### src/include/acq_cfg.svh
`ifndef ACQ_CFG_SVH
`define ACQ_CFG_SVH

//////////////////////////////////////////////////
// azmux pin codes, enable bit in the msb
`define ACQ_S1 4'b1000
`define ACQ_S3 4'b1010
`define ACQ_S7 4'b1110
`define ACQ_S8 4'b1111

//////////////////////////////////////////////////
// register port addresses
`define ACQ_ADDR_PRECHARGE 3'd0
`define ACQ_ADDR_SEQ_N     3'd1
`define ACQ_ADDR_SEQ0      3'd2
`define ACQ_ADDR_SEQ1      3'd3
`define ACQ_ADDR_SEQ2      3'd4
`define ACQ_ADDR_SEQ3      3'd5

//////////////////////////////////////////////////
// values loaded at reset
`define ACQ_PRECHARGE_DEFAULT 24'd10
// entry layout is {pre-charge, azmux}
`define ACQ_SEQ0_DEFAULT {2'b01, `ACQ_S3}
`define ACQ_SEQ1_DEFAULT {2'b00, `ACQ_S7}
// seq_n is the last index, so 1 gives two entries
`define ACQ_SEQ_N_DEFAULT 2'd1

`endif

### src/hdl/acq_pkg.sv
package acq_pkg;

  // settling time in clock cycles
  typedef logic [23:0] clk_count_t;

  // azmux select code
  typedef logic [3:0] azmux_t;

  // pre-charge switch, 0 is boot
  typedef logic [1:0] pc_sw_t;

  // one sequence entry, {pc[1:0], azmux[3:0]}
  typedef logic [5:0] seq_entry_t;

  // position within the sequence, also used for seq_n
  typedef logic [1:0] seq_idx_t;

  // {last completed index, last-of-sequence flag}
  typedef logic [2:0] status_t;

  // logic analyser vector
  typedef logic [7:0] monitor_t;

  // register port
  typedef logic [2:0] reg_addr_t;
  typedef logic [23:0] reg_data_t;

  // sequencer states
  typedef enum logic [2:0] {
    ST_START, ST_BOOT, ST_BOOT_WAIT, ST_AZ_SEL,
    ST_AZ_WAIT, ST_PC_SEL, ST_PC_WAIT, ST_MEASURE
  } acq_state_t;

endpackage

### src/hdl/acq_param_regs.sv
`timescale 1ns/1ns
`include "acq_cfg.svh"

module acq_param_regs (
  input  logic                    clk,
  input  logic                    reset_n,

  // register write port
  input  logic                    reg_wr_i,
  input  acq_pkg::reg_addr_t      reg_addr_i,
  input  acq_pkg::reg_data_t      reg_wdata_i,

  // sequence boundary from the sequencer
  input  logic                    seq_start_i,

  // active parameter set
  output acq_pkg::clk_count_t     precharge_count_o,
  output acq_pkg::seq_idx_t       seq_n_o,
  output acq_pkg::seq_entry_t     seq0_o,
  output acq_pkg::seq_entry_t     seq1_o,
  output acq_pkg::seq_entry_t     seq2_o,
  output acq_pkg::seq_entry_t     seq3_o
);

  // shadow set, written by the register port
  acq_pkg::clk_count_t  precharge_sh;
  acq_pkg::seq_idx_t    seq_n_sh;
  acq_pkg::seq_entry_t  seq_sh [4];

  // active set, only changes at a sequence boundary
  acq_pkg::clk_count_t  precharge_act;
  acq_pkg::seq_idx_t    seq_n_act;
  acq_pkg::seq_entry_t  seq_act [4];

  logic pending_q;
  logic wr_valid;
  logic commit;

  // addresses above the last entry are dropped
  assign wr_valid = reg_wr_i && (reg_addr_i <= `ACQ_ADDR_SEQ3);
  assign commit   = seq_start_i && pending_q;

  //////////////////////////////////////////////////
  // shadow registers and pending flag
  always_ff @(posedge clk)
  begin
    if (!reset_n)
    begin
      precharge_sh <= `ACQ_PRECHARGE_DEFAULT;
      seq_n_sh     <= `ACQ_SEQ_N_DEFAULT;
      seq_sh[0]    <= `ACQ_SEQ0_DEFAULT;
      seq_sh[1]    <= `ACQ_SEQ1_DEFAULT;
      seq_sh[2]    <= `ACQ_SEQ0_DEFAULT;
      seq_sh[3]    <= `ACQ_SEQ1_DEFAULT;
      pending_q    <= 1'b0;
    end
    else
    begin
      if (wr_valid)
      begin
        case (reg_addr_i)
          `ACQ_ADDR_PRECHARGE: precharge_sh <= reg_wdata_i;
          `ACQ_ADDR_SEQ_N:     seq_n_sh     <= reg_wdata_i[1:0];
          `ACQ_ADDR_SEQ0:      seq_sh[0]    <= reg_wdata_i[5:0];
          `ACQ_ADDR_SEQ1:      seq_sh[1]    <= reg_wdata_i[5:0];
          `ACQ_ADDR_SEQ2:      seq_sh[2]    <= reg_wdata_i[5:0];
          default:             seq_sh[3]    <= reg_wdata_i[5:0];
        endcase
      end
      // a write landing on the commit cycle stays pending for the next sequence
      if (wr_valid)
        pending_q <= 1'b1;
      else if (commit)
        pending_q <= 1'b0;
    end
  end

  //////////////////////////////////////////////////
  // active registers, copied as a whole set
  always_ff @(posedge clk)
  begin
    if (!reset_n)
    begin
      precharge_act <= `ACQ_PRECHARGE_DEFAULT;
      seq_n_act     <= `ACQ_SEQ_N_DEFAULT;
      seq_act[0]    <= `ACQ_SEQ0_DEFAULT;
      seq_act[1]    <= `ACQ_SEQ1_DEFAULT;
      seq_act[2]    <= `ACQ_SEQ0_DEFAULT;
      seq_act[3]    <= `ACQ_SEQ1_DEFAULT;
    end
    else if (commit)
    begin
      precharge_act <= precharge_sh;
      seq_n_act     <= seq_n_sh;
      seq_act       <= seq_sh;
    end
  end

  // new values show through during the commit cycle itself,
  // so the boot step of the new sequence already sees them
  assign precharge_count_o = commit ? precharge_sh : precharge_act;
  assign seq_n_o           = commit ? seq_n_sh     : seq_n_act;
  assign seq0_o            = commit ? seq_sh[0]    : seq_act[0];
  assign seq1_o            = commit ? seq_sh[1]    : seq_act[1];
  assign seq2_o            = commit ? seq_sh[2]    : seq_act[2];
  assign seq3_o            = commit ? seq_sh[3]    : seq_act[3];

endmodule

### src/hdl/acq_status_monitor.sv
`timescale 1ns/1ns
`include "acq_cfg.svh"

module acq_status_monitor (
  input  logic                    clk,
  input  logic                    reset_n,

  // completion event from the sequencer
  input  logic                    sample_done_i,
  input  acq_pkg::seq_idx_t       sample_done_idx_i,
  input  logic                    sample_last_i,

  // live control lines, for the monitor only
  input  acq_pkg::azmux_t         azmux_i,
  input  acq_pkg::pc_sw_t         pc_sw_i,
  input  logic                    adc_reset_n_i,
  input  logic                    adc_measure_valid_i,

  // status word, led and analyser vector
  output acq_pkg::status_t        status_o,
  output logic                    led_o,
  output acq_pkg::monitor_t       monitor_o
);

  //////////////////////////////////////////////////
  // status and led
  // status holds through the next measurement,
  // software reads it while the adc is busy again
  always_ff @(posedge clk)
  begin
    if (!reset_n)
    begin
      status_o <= 3'b000;
      led_o    <= 1'b0;
    end
    else if (sample_done_i)
    begin
      status_o <= {sample_done_idx_i, sample_last_i};
      // one toggle per completed sequence
      if (sample_last_i)
        led_o <= ~led_o;
    end
  end

  //////////////////////////////////////////////////
  // monitor decode
  // one-hot flags for the common az pins
  assign monitor_o[0] = (azmux_i == `ACQ_S3);
  assign monitor_o[1] = (azmux_i == `ACQ_S7);
  assign monitor_o[2] = (azmux_i == `ACQ_S1);
  assign monitor_o[3] = (azmux_i == `ACQ_S8);

  // pc switch as is
  assign monitor_o[5:4] = pc_sw_i;

  // adc run window and its end marker
  assign monitor_o[6] = adc_reset_n_i;
  assign monitor_o[7] = adc_measure_valid_i;

endmodule

### src/hdl/acq_top.sv
`timescale 1ns/1ns

module acq_top (
  input  logic                    clk,
  input  logic                    reset_n,

  // register write port
  input  logic                    reg_wr_i,
  input  acq_pkg::reg_addr_t      reg_addr_i,
  input  acq_pkg::reg_data_t      reg_wdata_i,

  // adc
  input  logic                    adc_measure_valid_i,
  output logic                    adc_reset_n_o,

  // analog switches
  output acq_pkg::azmux_t         azmux_o,
  output acq_pkg::pc_sw_t         pc_sw_o,

  // status side
  output acq_pkg::status_t        status_o,
  output logic                    led_o,
  output acq_pkg::monitor_t       monitor_o
);

  // active parameters
  acq_pkg::clk_count_t  precharge_count;
  acq_pkg::seq_idx_t    seq_n;
  acq_pkg::seq_entry_t  seq0;
  acq_pkg::seq_entry_t  seq1;
  acq_pkg::seq_entry_t  seq2;
  acq_pkg::seq_entry_t  seq3;

  // sequencer events
  logic                 seq_start;
  logic                 sample_done;
  acq_pkg::seq_idx_t    sample_done_idx;
  logic                 sample_last;

  //////////////////////////////////////////////////
  // input side
  acq_param_regs acq_param_regs_inst (
    .clk               (clk),
    .reset_n           (reset_n),
    .reg_wr_i          (reg_wr_i),
    .reg_addr_i        (reg_addr_i),
    .reg_wdata_i       (reg_wdata_i),
    .seq_start_i       (seq_start),
    .precharge_count_o (precharge_count),
    .seq_n_o           (seq_n),
    .seq0_o            (seq0),
    .seq1_o            (seq1),
    .seq2_o            (seq2),
    .seq3_o            (seq3)
  );

  //////////////////////////////////////////////////
  // sequencer
  sequence_acquisition sequence_acquisition_inst (
    .clk                 (clk),
    .reset_n             (reset_n),
    .precharge_count_i   (precharge_count),
    .seq_n_i             (seq_n),
    .seq0_i              (seq0),
    .seq1_i              (seq1),
    .seq2_i              (seq2),
    .seq3_i              (seq3),
    .adc_measure_valid_i (adc_measure_valid_i),
    .azmux_o             (azmux_o),
    .pc_sw_o             (pc_sw_o),
    .adc_reset_n_o       (adc_reset_n_o),
    .seq_start_o         (seq_start),
    .sample_done_o       (sample_done),
    .sample_done_idx_o   (sample_done_idx),
    .sample_last_o       (sample_last)
  );

  //////////////////////////////////////////////////
  // output side
  acq_status_monitor acq_status_monitor_inst (
    .clk                 (clk),
    .reset_n             (reset_n),
    .sample_done_i       (sample_done),
    .sample_done_idx_i   (sample_done_idx),
    .sample_last_i       (sample_last),
    .azmux_i             (azmux_o),
    .pc_sw_i             (pc_sw_o),
    .adc_reset_n_i       (adc_reset_n_o),
    .adc_measure_valid_i (adc_measure_valid_i),
    .status_o            (status_o),
    .led_o               (led_o),
    .monitor_o           (monitor_o)
  );

endmodule

### src/hdl/sequence_acquisition.sv
`timescale 1ns/1ns
`include "acq_cfg.svh"

module sequence_acquisition (
  input  logic                    clk,
  input  logic                    reset_n,

  // active parameters
  input  acq_pkg::clk_count_t     precharge_count_i,
  input  acq_pkg::seq_idx_t       seq_n_i,
  input  acq_pkg::seq_entry_t     seq0_i,
  input  acq_pkg::seq_entry_t     seq1_i,
  input  acq_pkg::seq_entry_t     seq2_i,
  input  acq_pkg::seq_entry_t     seq3_i,

  // level from the adc
  input  logic                    adc_measure_valid_i,

  // analog switch and adc control
  output acq_pkg::azmux_t         azmux_o,
  output acq_pkg::pc_sw_t         pc_sw_o,
  output logic                    adc_reset_n_o,

  // sequence events
  output logic                    seq_start_o,
  output logic                    sample_done_o,
  output acq_pkg::seq_idx_t       sample_done_idx_o,
  output logic                    sample_last_o
);

  acq_pkg::acq_state_t  state;
  acq_pkg::clk_count_t  count_down;
  acq_pkg::seq_idx_t    idx;
  acq_pkg::seq_idx_t    idx_next;
  acq_pkg::seq_entry_t  cur_entry;
  logic                 is_last;

  // entry for the current position
  always_comb
  begin
    case (idx)
      2'd0:    cur_entry = seq0_i;
      2'd1:    cur_entry = seq1_i;
      2'd2:    cur_entry = seq2_i;
      default: cur_entry = seq3_i;
    endcase
  end

  // wrap after seq_n (the last index in use)
  assign is_last  = (idx == seq_n_i);
  assign idx_next = is_last ? 2'd0 : idx + 2'd1;

  //////////////////////////////////////////////////
  // control state
  always_ff @(posedge clk)
  begin
    if (!reset_n)
    begin
      state         <= acq_pkg::ST_START;
      idx           <= 2'd0;
      azmux_o       <= `ACQ_S1;
      pc_sw_o       <= 2'b00;
      adc_reset_n_o <= 1'b0;
      seq_start_o   <= 1'b0;
      sample_done_o <= 1'b0;
    end
    else
    begin
      // single-cycle pulses by default
      seq_start_o   <= 1'b0;
      sample_done_o <= 1'b0;

      case (state)
        // one cycle with the adc held before the first sequence
        acq_pkg::ST_START:
        begin
          adc_reset_n_o <= 1'b0;
          state         <= acq_pkg::ST_BOOT;
          seq_start_o   <= 1'b1;
        end

        // pc switch to boot protects the signal from az charge injection
        acq_pkg::ST_BOOT:
        begin
          pc_sw_o <= 2'b00;
          state   <= acq_pkg::ST_BOOT_WAIT;
        end

        acq_pkg::ST_BOOT_WAIT:
          if (count_down == '0)
            state <= acq_pkg::ST_AZ_SEL;

        // azmux onto the entry's input (hi or a low)
        acq_pkg::ST_AZ_SEL:
        begin
          azmux_o <= cur_entry[3:0];
          state   <= acq_pkg::ST_AZ_WAIT;
        end

        acq_pkg::ST_AZ_WAIT:
          if (count_down == '0)
            state <= acq_pkg::ST_PC_SEL;

        // pc switch from boot to the signal (no-op for a value of 0)
        acq_pkg::ST_PC_SEL:
        begin
          pc_sw_o <= cur_entry[5:4];
          state   <= acq_pkg::ST_PC_WAIT;
        end

        // path has settled so the adc may run
        acq_pkg::ST_PC_WAIT:
          if (count_down == '0)
          begin
            adc_reset_n_o <= 1'b1;
            state         <= acq_pkg::ST_MEASURE;
          end

        // hold here until the adc reports however long it takes
        acq_pkg::ST_MEASURE:
          if (adc_measure_valid_i)
          begin
            adc_reset_n_o <= 1'b0;
            sample_done_o <= 1'b1;
            idx           <= idx_next;
            state         <= acq_pkg::ST_BOOT;
            // new sequence begins when we wrap
            seq_start_o   <= (idx_next == 2'd0);
          end

        default:
          state <= acq_pkg::ST_START;
      endcase
    end
  end

  //////////////////////////////////////////////////
  // settle counter and sample payload
  always_ff @(posedge clk)
  begin
    case (state)
      acq_pkg::ST_BOOT, acq_pkg::ST_AZ_SEL, acq_pkg::ST_PC_SEL:
        count_down <= precharge_count_i;
      acq_pkg::ST_BOOT_WAIT, acq_pkg::ST_AZ_WAIT, acq_pkg::ST_PC_WAIT:
        count_down <= count_down - 24'd1;
      default:
        count_down <= count_down;
    endcase

    // index and last flag ride along with sample_done
    if (state == acq_pkg::ST_MEASURE && adc_measure_valid_i)
    begin
      sample_done_idx_o <= idx;
      sample_last_o     <= is_last;
    end
  end

endmodule

### config.mk
export PLATFORM = sky130hd
export DESIGN_NAME = acq_top
export DESIGN_NICKNAME = d
export VERILOG_FILES = /design/src/hdl/acq_pkg.sv /design/src/hdl/acq_param_regs.sv /design/src/hdl/acq_status_monitor.sv /design/src/hdl/acq_top.sv /design/src/hdl/sequence_acquisition.sv
export VERILOG_INCLUDE_DIRS = /design/src /design/src/include
export SDC_FILE = /design/constraint.sdc
export NUM_CORES = 1
export LEC_CHECK = 0
export BUFFER_PORTS_ARGS = -buffer_cell sky130_fd_sc_hd__buf_2
export CORE_MARGIN = 1.5
export CORE_UTILIZATION = 59
export CTS_CLUSTER_DIAMETER = 30
export DETAILED_ROUTE_END_ITERATION = 8
export GPL_TIMING_DRIVEN = 0
export PLACE_DENSITY = 0.89
export SKIP_LAST_GASP = 1
export SYNTH_ARGS = -nofsm -noshare
export SYNTH_HDL_FRONTEND = slang
export SYNTH_SLANG_ARGS = --single-unit
### constraint.sdc
create_clock -name clk -period 2.9 [get_ports clk]
set_clock_uncertainty 0.1 [all_clocks]
set_input_delay 0.58 -clock clk [delete_from_list [all_inputs] [get_ports clk]]
set_output_delay 0.58 -clock clk [all_outputs]
set_load 0.01 [all_outputs]
==> flow_summary.yaml, run 1 <==
sta:
  worst_pin_slew_ns: 0.776
  min_period_ns: 2.46
  slew_viol_final: 0
  whs_ns: 0.175
  maxSlewHeadroom_pct: 47.8
  fin_tns_setup_ns: 0
  rsz0062_at_grt: "no"
  setup_viol: 0
  hold_viol_final: 0
  fmax_mhz: 406
  timing.final.crit_share_pct: 84.9
route:
  dr.pass1.iters: 6
  drt-wirelength-per-cell_um: 18.4
  wl_um: 15700
  initialDrtViolationCount: 478
  vias: 5172
  drc_errors: 0
  avgViaCountPerCell: 6.07
  ant_nets: 0
yosys:
  synthesis.nets: 672
  syn_area_um2: 6300
  syn_inst: 635
  syn_avg_cell_area_um2: 9.92
  synth_ff_type: "dfxtp_1"
  ys_seq_area_share_pct: 50.7
  async_reset_ff_share_pct: 0
  ys_seq_elements: 146
  ys_warn_count: 0
  ys_types: 57
  synth_edf_count: 27
worst_setup_path:
  crit_type: "flop to flop"
  arrival_ns: 2.63
  critPathRequiredTime_ns: 3.07
  rr_endpoint: "sequence_acquisition_inst.count_down[10]"
  crit_chain: "buf_2 > nand2_1 > buf_2 > buf_2 > mux2i_1 > mux2i_1"
  cp_max_fo: 10
  cp-start-kind: "flop"
  endpoint_kind: "flop"
  crit_slowest_cell: "mux2i_1"
  worst_path_most_repeated_cell: "buf_2"
  reg2reg_slack_ns: 0.44
  slowest_delay_ns: 0.43
  rr_worst_depth: 6
  reg2reg_from: "sequence_acquisition_inst.seq_start_o"
cts:
  root_buffer: "clkbuf_8"
  clock_sinks: 146
  post_cts_buffers: 0
  htreeDepth: 4
  ctsHoldBuffers: 0
  cts_tree: "built"
  cts_buffer_depth: 2
  path_clk_slew_ns: 0.06
  post_cts_resized: 0
  numCtsBuffers: 17
  clk_latency_ns: 0.55
layout:
  fin_nets: 740
  final_common_cell: "dfxtp_1"
  num-fill-cells: 676
  areaGrowthSynthToFinish_pct: 15.5
  drive_above_1_share_pct: 17.0
  n_antenna_cell: 0
  mostFrequentLayoutCells: "dfxtp_1, nand2_1, mux2i_1"
  instances_no_fill: 852
flow_run:
  max_cap_viol_count: 0
place:
  dp_cells: 820
  portBuffers: 48
  gp_congestion: 0.862
  hpwlAfterDp_um: 10800
floorplan:
  initial_core_util_pct: 61.0
  die_w_um: 106
  core-area_um2: 10300
  io_pins: 50
  die_y_um: 106
  rows: 37
  dieArea_um2: 11300
global_route:
  grt_pass1_vias: 5030
  antenna_found_initial: 0
  grt_max_degree: 17
  grt_usage_pct: 29.0
  grt_pass1_wl_um: 24800
  overflow: 0
status:
  status: "finished clean"
pwr:
  p_per_area_nw_per_um2: 681
  ir_drop_mv: 0.481
  leakagePower_nw: 3.07
min_path:
  hold_end: "acq_param_regs_inst.precharge_sh[13]"
  min_from: "reg_wdata_i[13]"
  whs_path_depth: 3
  min_path_type: "primary input to flop"
[cell type report]
class,instances,area [um2],area share [%]
Buffer,42,184,2.53
Clock buffer,18,439,6.04
Inverter,7,26.3,0.361
Sequential cell,146,3190,43.9
Timing Repair Buffer,49,255,3.51
Clock inverter,14,111,1.53
Tap cell,136,170,2.34
Multi-Input combinational cell,440,2900,39.8
[worst max-delay path: cells and delay by family (launching register included)]
kind                   cells  cell delay [ns]
and+or+nand+nor            1             0.26
DFF                        1             0.30
muxes                      2             0.55
buffers and inverters      3             0.97
[synthesized netlist by cell type, drive strengths merged, types with 10 or more instances]
library cell	count	area, um2
a21oi	35	175
nand2	89	334
clkbuf	30	113
mux2i	69	691
edfxtp	27	811
and3	12	75.1
mux2	12	135
nand3	15	87.6
buf	12	71.3
xor2	12	105
o21ai	10	50.1
dfxtp	119	2380
and2	12	75.1
nor2	54	203
[routing by layer]
metal | up-vias | global-route usage [%] | wire [um]
met2 | 236 | 49.9 | 7880
li1 | 2386 | - | -
met3 | 44 | 8.22 | 1180
met1 | 2506 | 33.4 | 6150
met5 | - | 0 | 0
met4 | 0 | 12.9 | 470
[stage by stage]
stage,power [W],cell area [um2],setup slack [ns],util [%]
final,0.00495,7280,0.438,70.5
after global placement,0.00288,6710,0.0964,65.0
after CTS,0.00493,7280,0.523,70.5
after floorplan,0.00273,6300,0.660,-
after detailed placement,0.00292,6730,0.476,65.1
after global routing,0.00510,7280,0.414,70.5
[worst max-delay path by stage]
stage	startpoint	end	slack [ns]
after detailed placement	reg_addr_i[0]	acq_param_regs_inst.precharge_sh[0]	0.48
final	sequence_acquisition_inst.seq_start_o	sequence_acquisition_inst.count_down[10]	0.44
after global placement	sequence_acquisition_inst.state[0]	sequence_acquisition_inst.count_down[10]	0.1
after global routing	sequence_acquisition_inst.seq_start_o	sequence_acquisition_inst.count_down[10]	0.41
after floorplan	sequence_acquisition_inst.state[2]	sequence_acquisition_inst.count_down[0]	0.66
after CTS	sequence_acquisition_inst.seq_start_o	sequence_acquisition_inst.count_down[10]	0.52
[power breakdown]
part	switching, W	internal, W	total (W)
combinational	0.000346	0.000221	0.000567
clock	0.000872	0.00118	0.00205
sequential	0.000121	0.00221	0.00233
total	0.00134	0.00362	0.00495
[registers in the layout, indices dropped and copies added, names as in the netlist]
register	count
acq_param_regs_inst.pending_q	1
acq_param_regs_inst.precharge_act	24
acq_param_regs_inst.precharge_sh	24
acq_param_regs_inst.seq_act	24
acq_param_regs_inst.seq_n_act	2
acq_param_regs_inst.seq_n_sh	2
acq_param_regs_inst.seq_sh	24
acq_status_monitor_inst.led_o	1
acq_status_monitor_inst.status_o	3
sequence_acquisition_inst.adc_reset_n_o	1
sequence_acquisition_inst.azmux_o	4
sequence_acquisition_inst.count_down	24
sequence_acquisition_inst.idx	2
sequence_acquisition_inst.pc_sw_o	2
sequence_acquisition_inst.sample_done_idx_o	2
sequence_acquisition_inst.sample_done_o	1
sequence_acquisition_inst.sample_last_o	1
sequence_acquisition_inst.seq_start_o	1
sequence_acquisition_inst.state	3
[logic make-up (layout without fill, tap and decap cells)]
logic type | Yosys count | after routing | share of synthesized area (%)
simple gates | 243 | 243 | 19.5
flops | 146 | 146 | 50.7
compound gates | 98 | 98 | 10.5
mux | 81 | 81 | 13.1
buf+inv | 49 | 130 | 3.34
xor+xnor | 12 | 12 | 1.67
fa+ha+maj | 6 | 6 | 1.19
No activity file was read; power rests on OpenSTA's default activity.
==> run 2: changes to the inputs <==
--- a/config.mk
+++ b/config.mk
@@ -6,13 +6,14 @@
 export SDC_FILE = /design/constraint.sdc
 export NUM_CORES = 1
 export LEC_CHECK = 0
+export ABC_AREA = 1
 export BUFFER_PORTS_ARGS = -buffer_cell sky130_fd_sc_hd__buf_2
 export CORE_MARGIN = 1.5
-export CORE_UTILIZATION = 59
+export CORE_UTILIZATION = 60
 export CTS_CLUSTER_DIAMETER = 30
 export DETAILED_ROUTE_END_ITERATION = 8
 export GPL_TIMING_DRIVEN = 0
-export PLACE_DENSITY = 0.89
+export PLACE_DENSITY = 0.9
 export SKIP_LAST_GASP = 1
 export SYNTH_ARGS = -nofsm -noshare
 export SYNTH_HDL_FRONTEND = slang
==> constraint.sdc (replaced) <==
create_clock -name clk -period 2.5 [get_ports clk]
set_clock_uncertainty 0.1 [all_clocks]
set_input_delay 0.5 -clock clk [delete_from_list [all_inputs] [get_ports clk]]
set_output_delay 0.5 -clock clk [all_outputs]
set_load 0.01 [all_outputs]
==> run 2 against run 1 <==
Net effect: first-iteration DRC count increased by 23%; critical endpoint is now monitor_o[1]; sequential share of layout area decreased by 0.97 points; highest routed layer unchanged; register-to-register slack improved by 0.04 ns; non-clock buffer count decreased by 7; area after synthesis rose by 2.1%; worst hold slack worse by 0.10 ns; wire length rose by 7.3%; largest power group unchanged; worst setup slack improved by 0.036 ns; flip-flop and latch count unchanged; critical path depth fell by 3; largest cell class unchanged; global-route usage up 1.9 points.
==> flow_summary.yaml, run 2 <==
status:
  status: "finished clean"
yosys:
  synth_ff_type: "dfxtp_1"
  synth_compound_area_share_pct: 10.2
  yosysMostFrequentCell: "nor2_1"
  ys_seq_elements: 146
  ys_warn_count: 0
  syn_area_um2: 6430
  syn_inst: 810
  yosys-top-cells-area: "dfxtp_1, edfxtp_1, nor2_1"
  synthesis.nets: 847
  async_reset_ff_share_pct: 0
  synth_xor_xnor_area_share_pct: 1.77
  synthAdderAreaFrac_pct: 1.17
  synth_top_area_share_pct: 37.0
  ys_top_cells_by_count: "nor2_1, nand2_1, dfxtp_1"
  synth_top_family_by_area: "simple AND/OR/NAND/NOR gates"
  ys_types: 41
  yosys.area.top_type: "dfxtp_1"
  synth_simple_gate_area_share_pct: 26.1
  ys_seq_area_share_pct: 49.6
  syn_avg_cell_area_um2: 7.94
  synthMuxAreaShare_pct: 4.20
  synth_edf_count: 27
global_route:
  grt_pass1_wl_um: 26900
  grt_use_met1_pct: 36.2
  met2_usage_pct: 51.6
  grt_pass1_vias: 5643
  grt_usage_pct: 30.8
  top_usage_layer: "met2"
  grt_max_degree: 25
  overflow: 0
  met3_usage_pct: 7.48
  antenna_found_initial: 0
pwr:
  p_per_area_nw_per_um2: 942
  ir_drop_mv: 0.703
  leakagePower_nw: 3.50
worst_setup_path:
  endpoint_kind: "output pin"
  cp-start-kind: "flop"
  reg2reg_slack_ns: 0.48
  cp_max_fo: 5
  arrival_ns: 1.43
  rr_endpoint: "sequence_acquisition_inst.count_down[6]"
  rr_worst_depth: 4
  crit_type: "flop to output pin"
  critPathRequiredTime_ns: 1.90
  reg2reg_from: "sequence_acquisition_inst.state[0]"
flow_run:
  max_cap_viol_count: 0
layout:
  final_area_um2: 7440
  fin_nets: 915
  mostFrequentLayoutCells: "nor2_1, nand2_1, dfxtp_1"
  areaGrowthSynthToFinish_pct: 15.7
  n_antenna_cell: 0
  final_common_cell: "nor2_1"
  num-fill-cells: 752
  drive_above_1_share_pct: 14.0
sta:
  timing.final.crit_share_pct: 81.1
  maxSlewHeadroom_pct: 35.7
  rsz0062_at_grt: "no"
  fin_tns_setup_ns: 0
  slew_viol_final: 0
  worst_pin_slew_ns: 0.963
  min_period_ns: 2.03
  hold_viol_final: 0
  setup_viol: 0
  fmax_mhz: 493
min_path:
  min_path_type: "primary input to flop"
  hold_end: "acq_param_regs_inst.precharge_sh[20]"
  whs_path_depth: 3
  min_from: "reg_wdata_i[20]"
route:
  initialDrtViolationCount: 589
  wl_um: 16800
  dr.pass1.iters: 6
  drt-wirelength-per-cell_um: 16.4
  drc_errors: 0
  vias: 5836
  avgViaCountPerCell: 5.68
  ant_nets: 0
cts:
  clock_sinks: 146
  htreeDepth: 4
  root_buffer: "clkbuf_8"
  cts_tree: "built"
  cts_buffer_depth: 2
  post_cts_resized: 0
  numCtsBuffers: 17
  clk_latency_ns: 0.54
  ctsHoldBuffers: 0
  post_cts_buffers: 0
  path_clk_slew_ns: 0.07
floorplan:
  rows: 37
  dieArea_um2: 11400
  die_y_um: 107
  initial_core_util_pct: 62.0
  io_pins: 50
  core-area_um2: 10400
  die_w_um: 107
place:
  dpl_cell_area_um2: 6850
  gp_congestion: 0.893
  hpwlAfterDp_um: 11300
  portBuffers: 49
==> run 2: layout make-up <==
| class | instances | area, um2 | share of cell area (%) |
|---|---|---|---|
| Sequential cell | 146 | 3190 | 42.9 |
| Multi-Input combinational cell | 566 | 2790 | 37.5 |
| Clock buffer | 18 | 439 | 5.90 |
| Timing Repair Buffer | 49 | 245 | 3.30 |
| Inverter | 63 | 236 | 3.18 |
| Buffer | 35 | 211 | 2.84 |
| Tap cell | 136 | 170 | 2.29 |
| Clock inverter | 14 | 153 | 2.05 |
==> run 2: worst max path at each step <==
stage	start	end	slack, ns	cells after the start
2_1_floorplan	sequence_acquisition_inst.state[0]	sequence_acquisition_inst.count_down[0]	0.86	4
3_3_place_gp	sequence_acquisition_inst.state[0]	sequence_acquisition_inst.count_down[20]	0.54	4
3_5_place_dp	sequence_acquisition_inst.state[0]	sequence_acquisition_inst.count_down[20]	0.53	4
4_1_cts	sequence_acquisition_inst.azmux_o[1]	monitor_o[1]	0.50	3
5_1_grt	sequence_acquisition_inst.state[0]	sequence_acquisition_inst.count_down[6]	0.34	4
6_report	sequence_acquisition_inst.azmux_o[1]	monitor_o[1]	0.47	3
==> run 2: metrics by stage <==
stage          std cells  total power (W)  utilization, %  worst slack, ns  hold slack, ns
2_1_floorplan        810          0.00405               -            0.864           0.324
3_3_place_gp         995          0.00440            66.0            0.543           0.332
3_5_place_dp         995          0.00445            66.0            0.528           0.341
4_1_cts             1027          0.00697            71.7            0.500          0.0665
5_1_grt             1027          0.00731            71.7            0.336          0.0821
6_report            1027          0.00701            71.7            0.473          0.0724
==> run 2: critical path, cell delays in order, from the launching register on <==
cell and delay (ns):
dfxtp_1 0.40, inv_1 0.08, nor3_1 0.23, buf_2 0.18
==> run 2: kinds of logic after synthesis <==
| logic type | Yosys count |
|---|---|
| buf+inv | 98 |
| compound gates | 121 |
| mux | 27 |
| flops | 146 |
| simple gates | 399 |
| fa+ha+maj | 6 |
| xor+xnor | 13 |
==> run 2: per-layer routing <==
metal,routed length (um),part of all wire (%)
met1,6700,40
met2,8070,48
met3,1240,7.4
met4,816,4.9
met5,0,0
==> run 2: power by group <==
group | internal (W) | switching [W]
Clock | 0.00149 | 0.00104
Combinational | 0.000473 | 0.000990
Sequential | 0.00277 | 0.000245
Total | 0.00474 | 0.00227
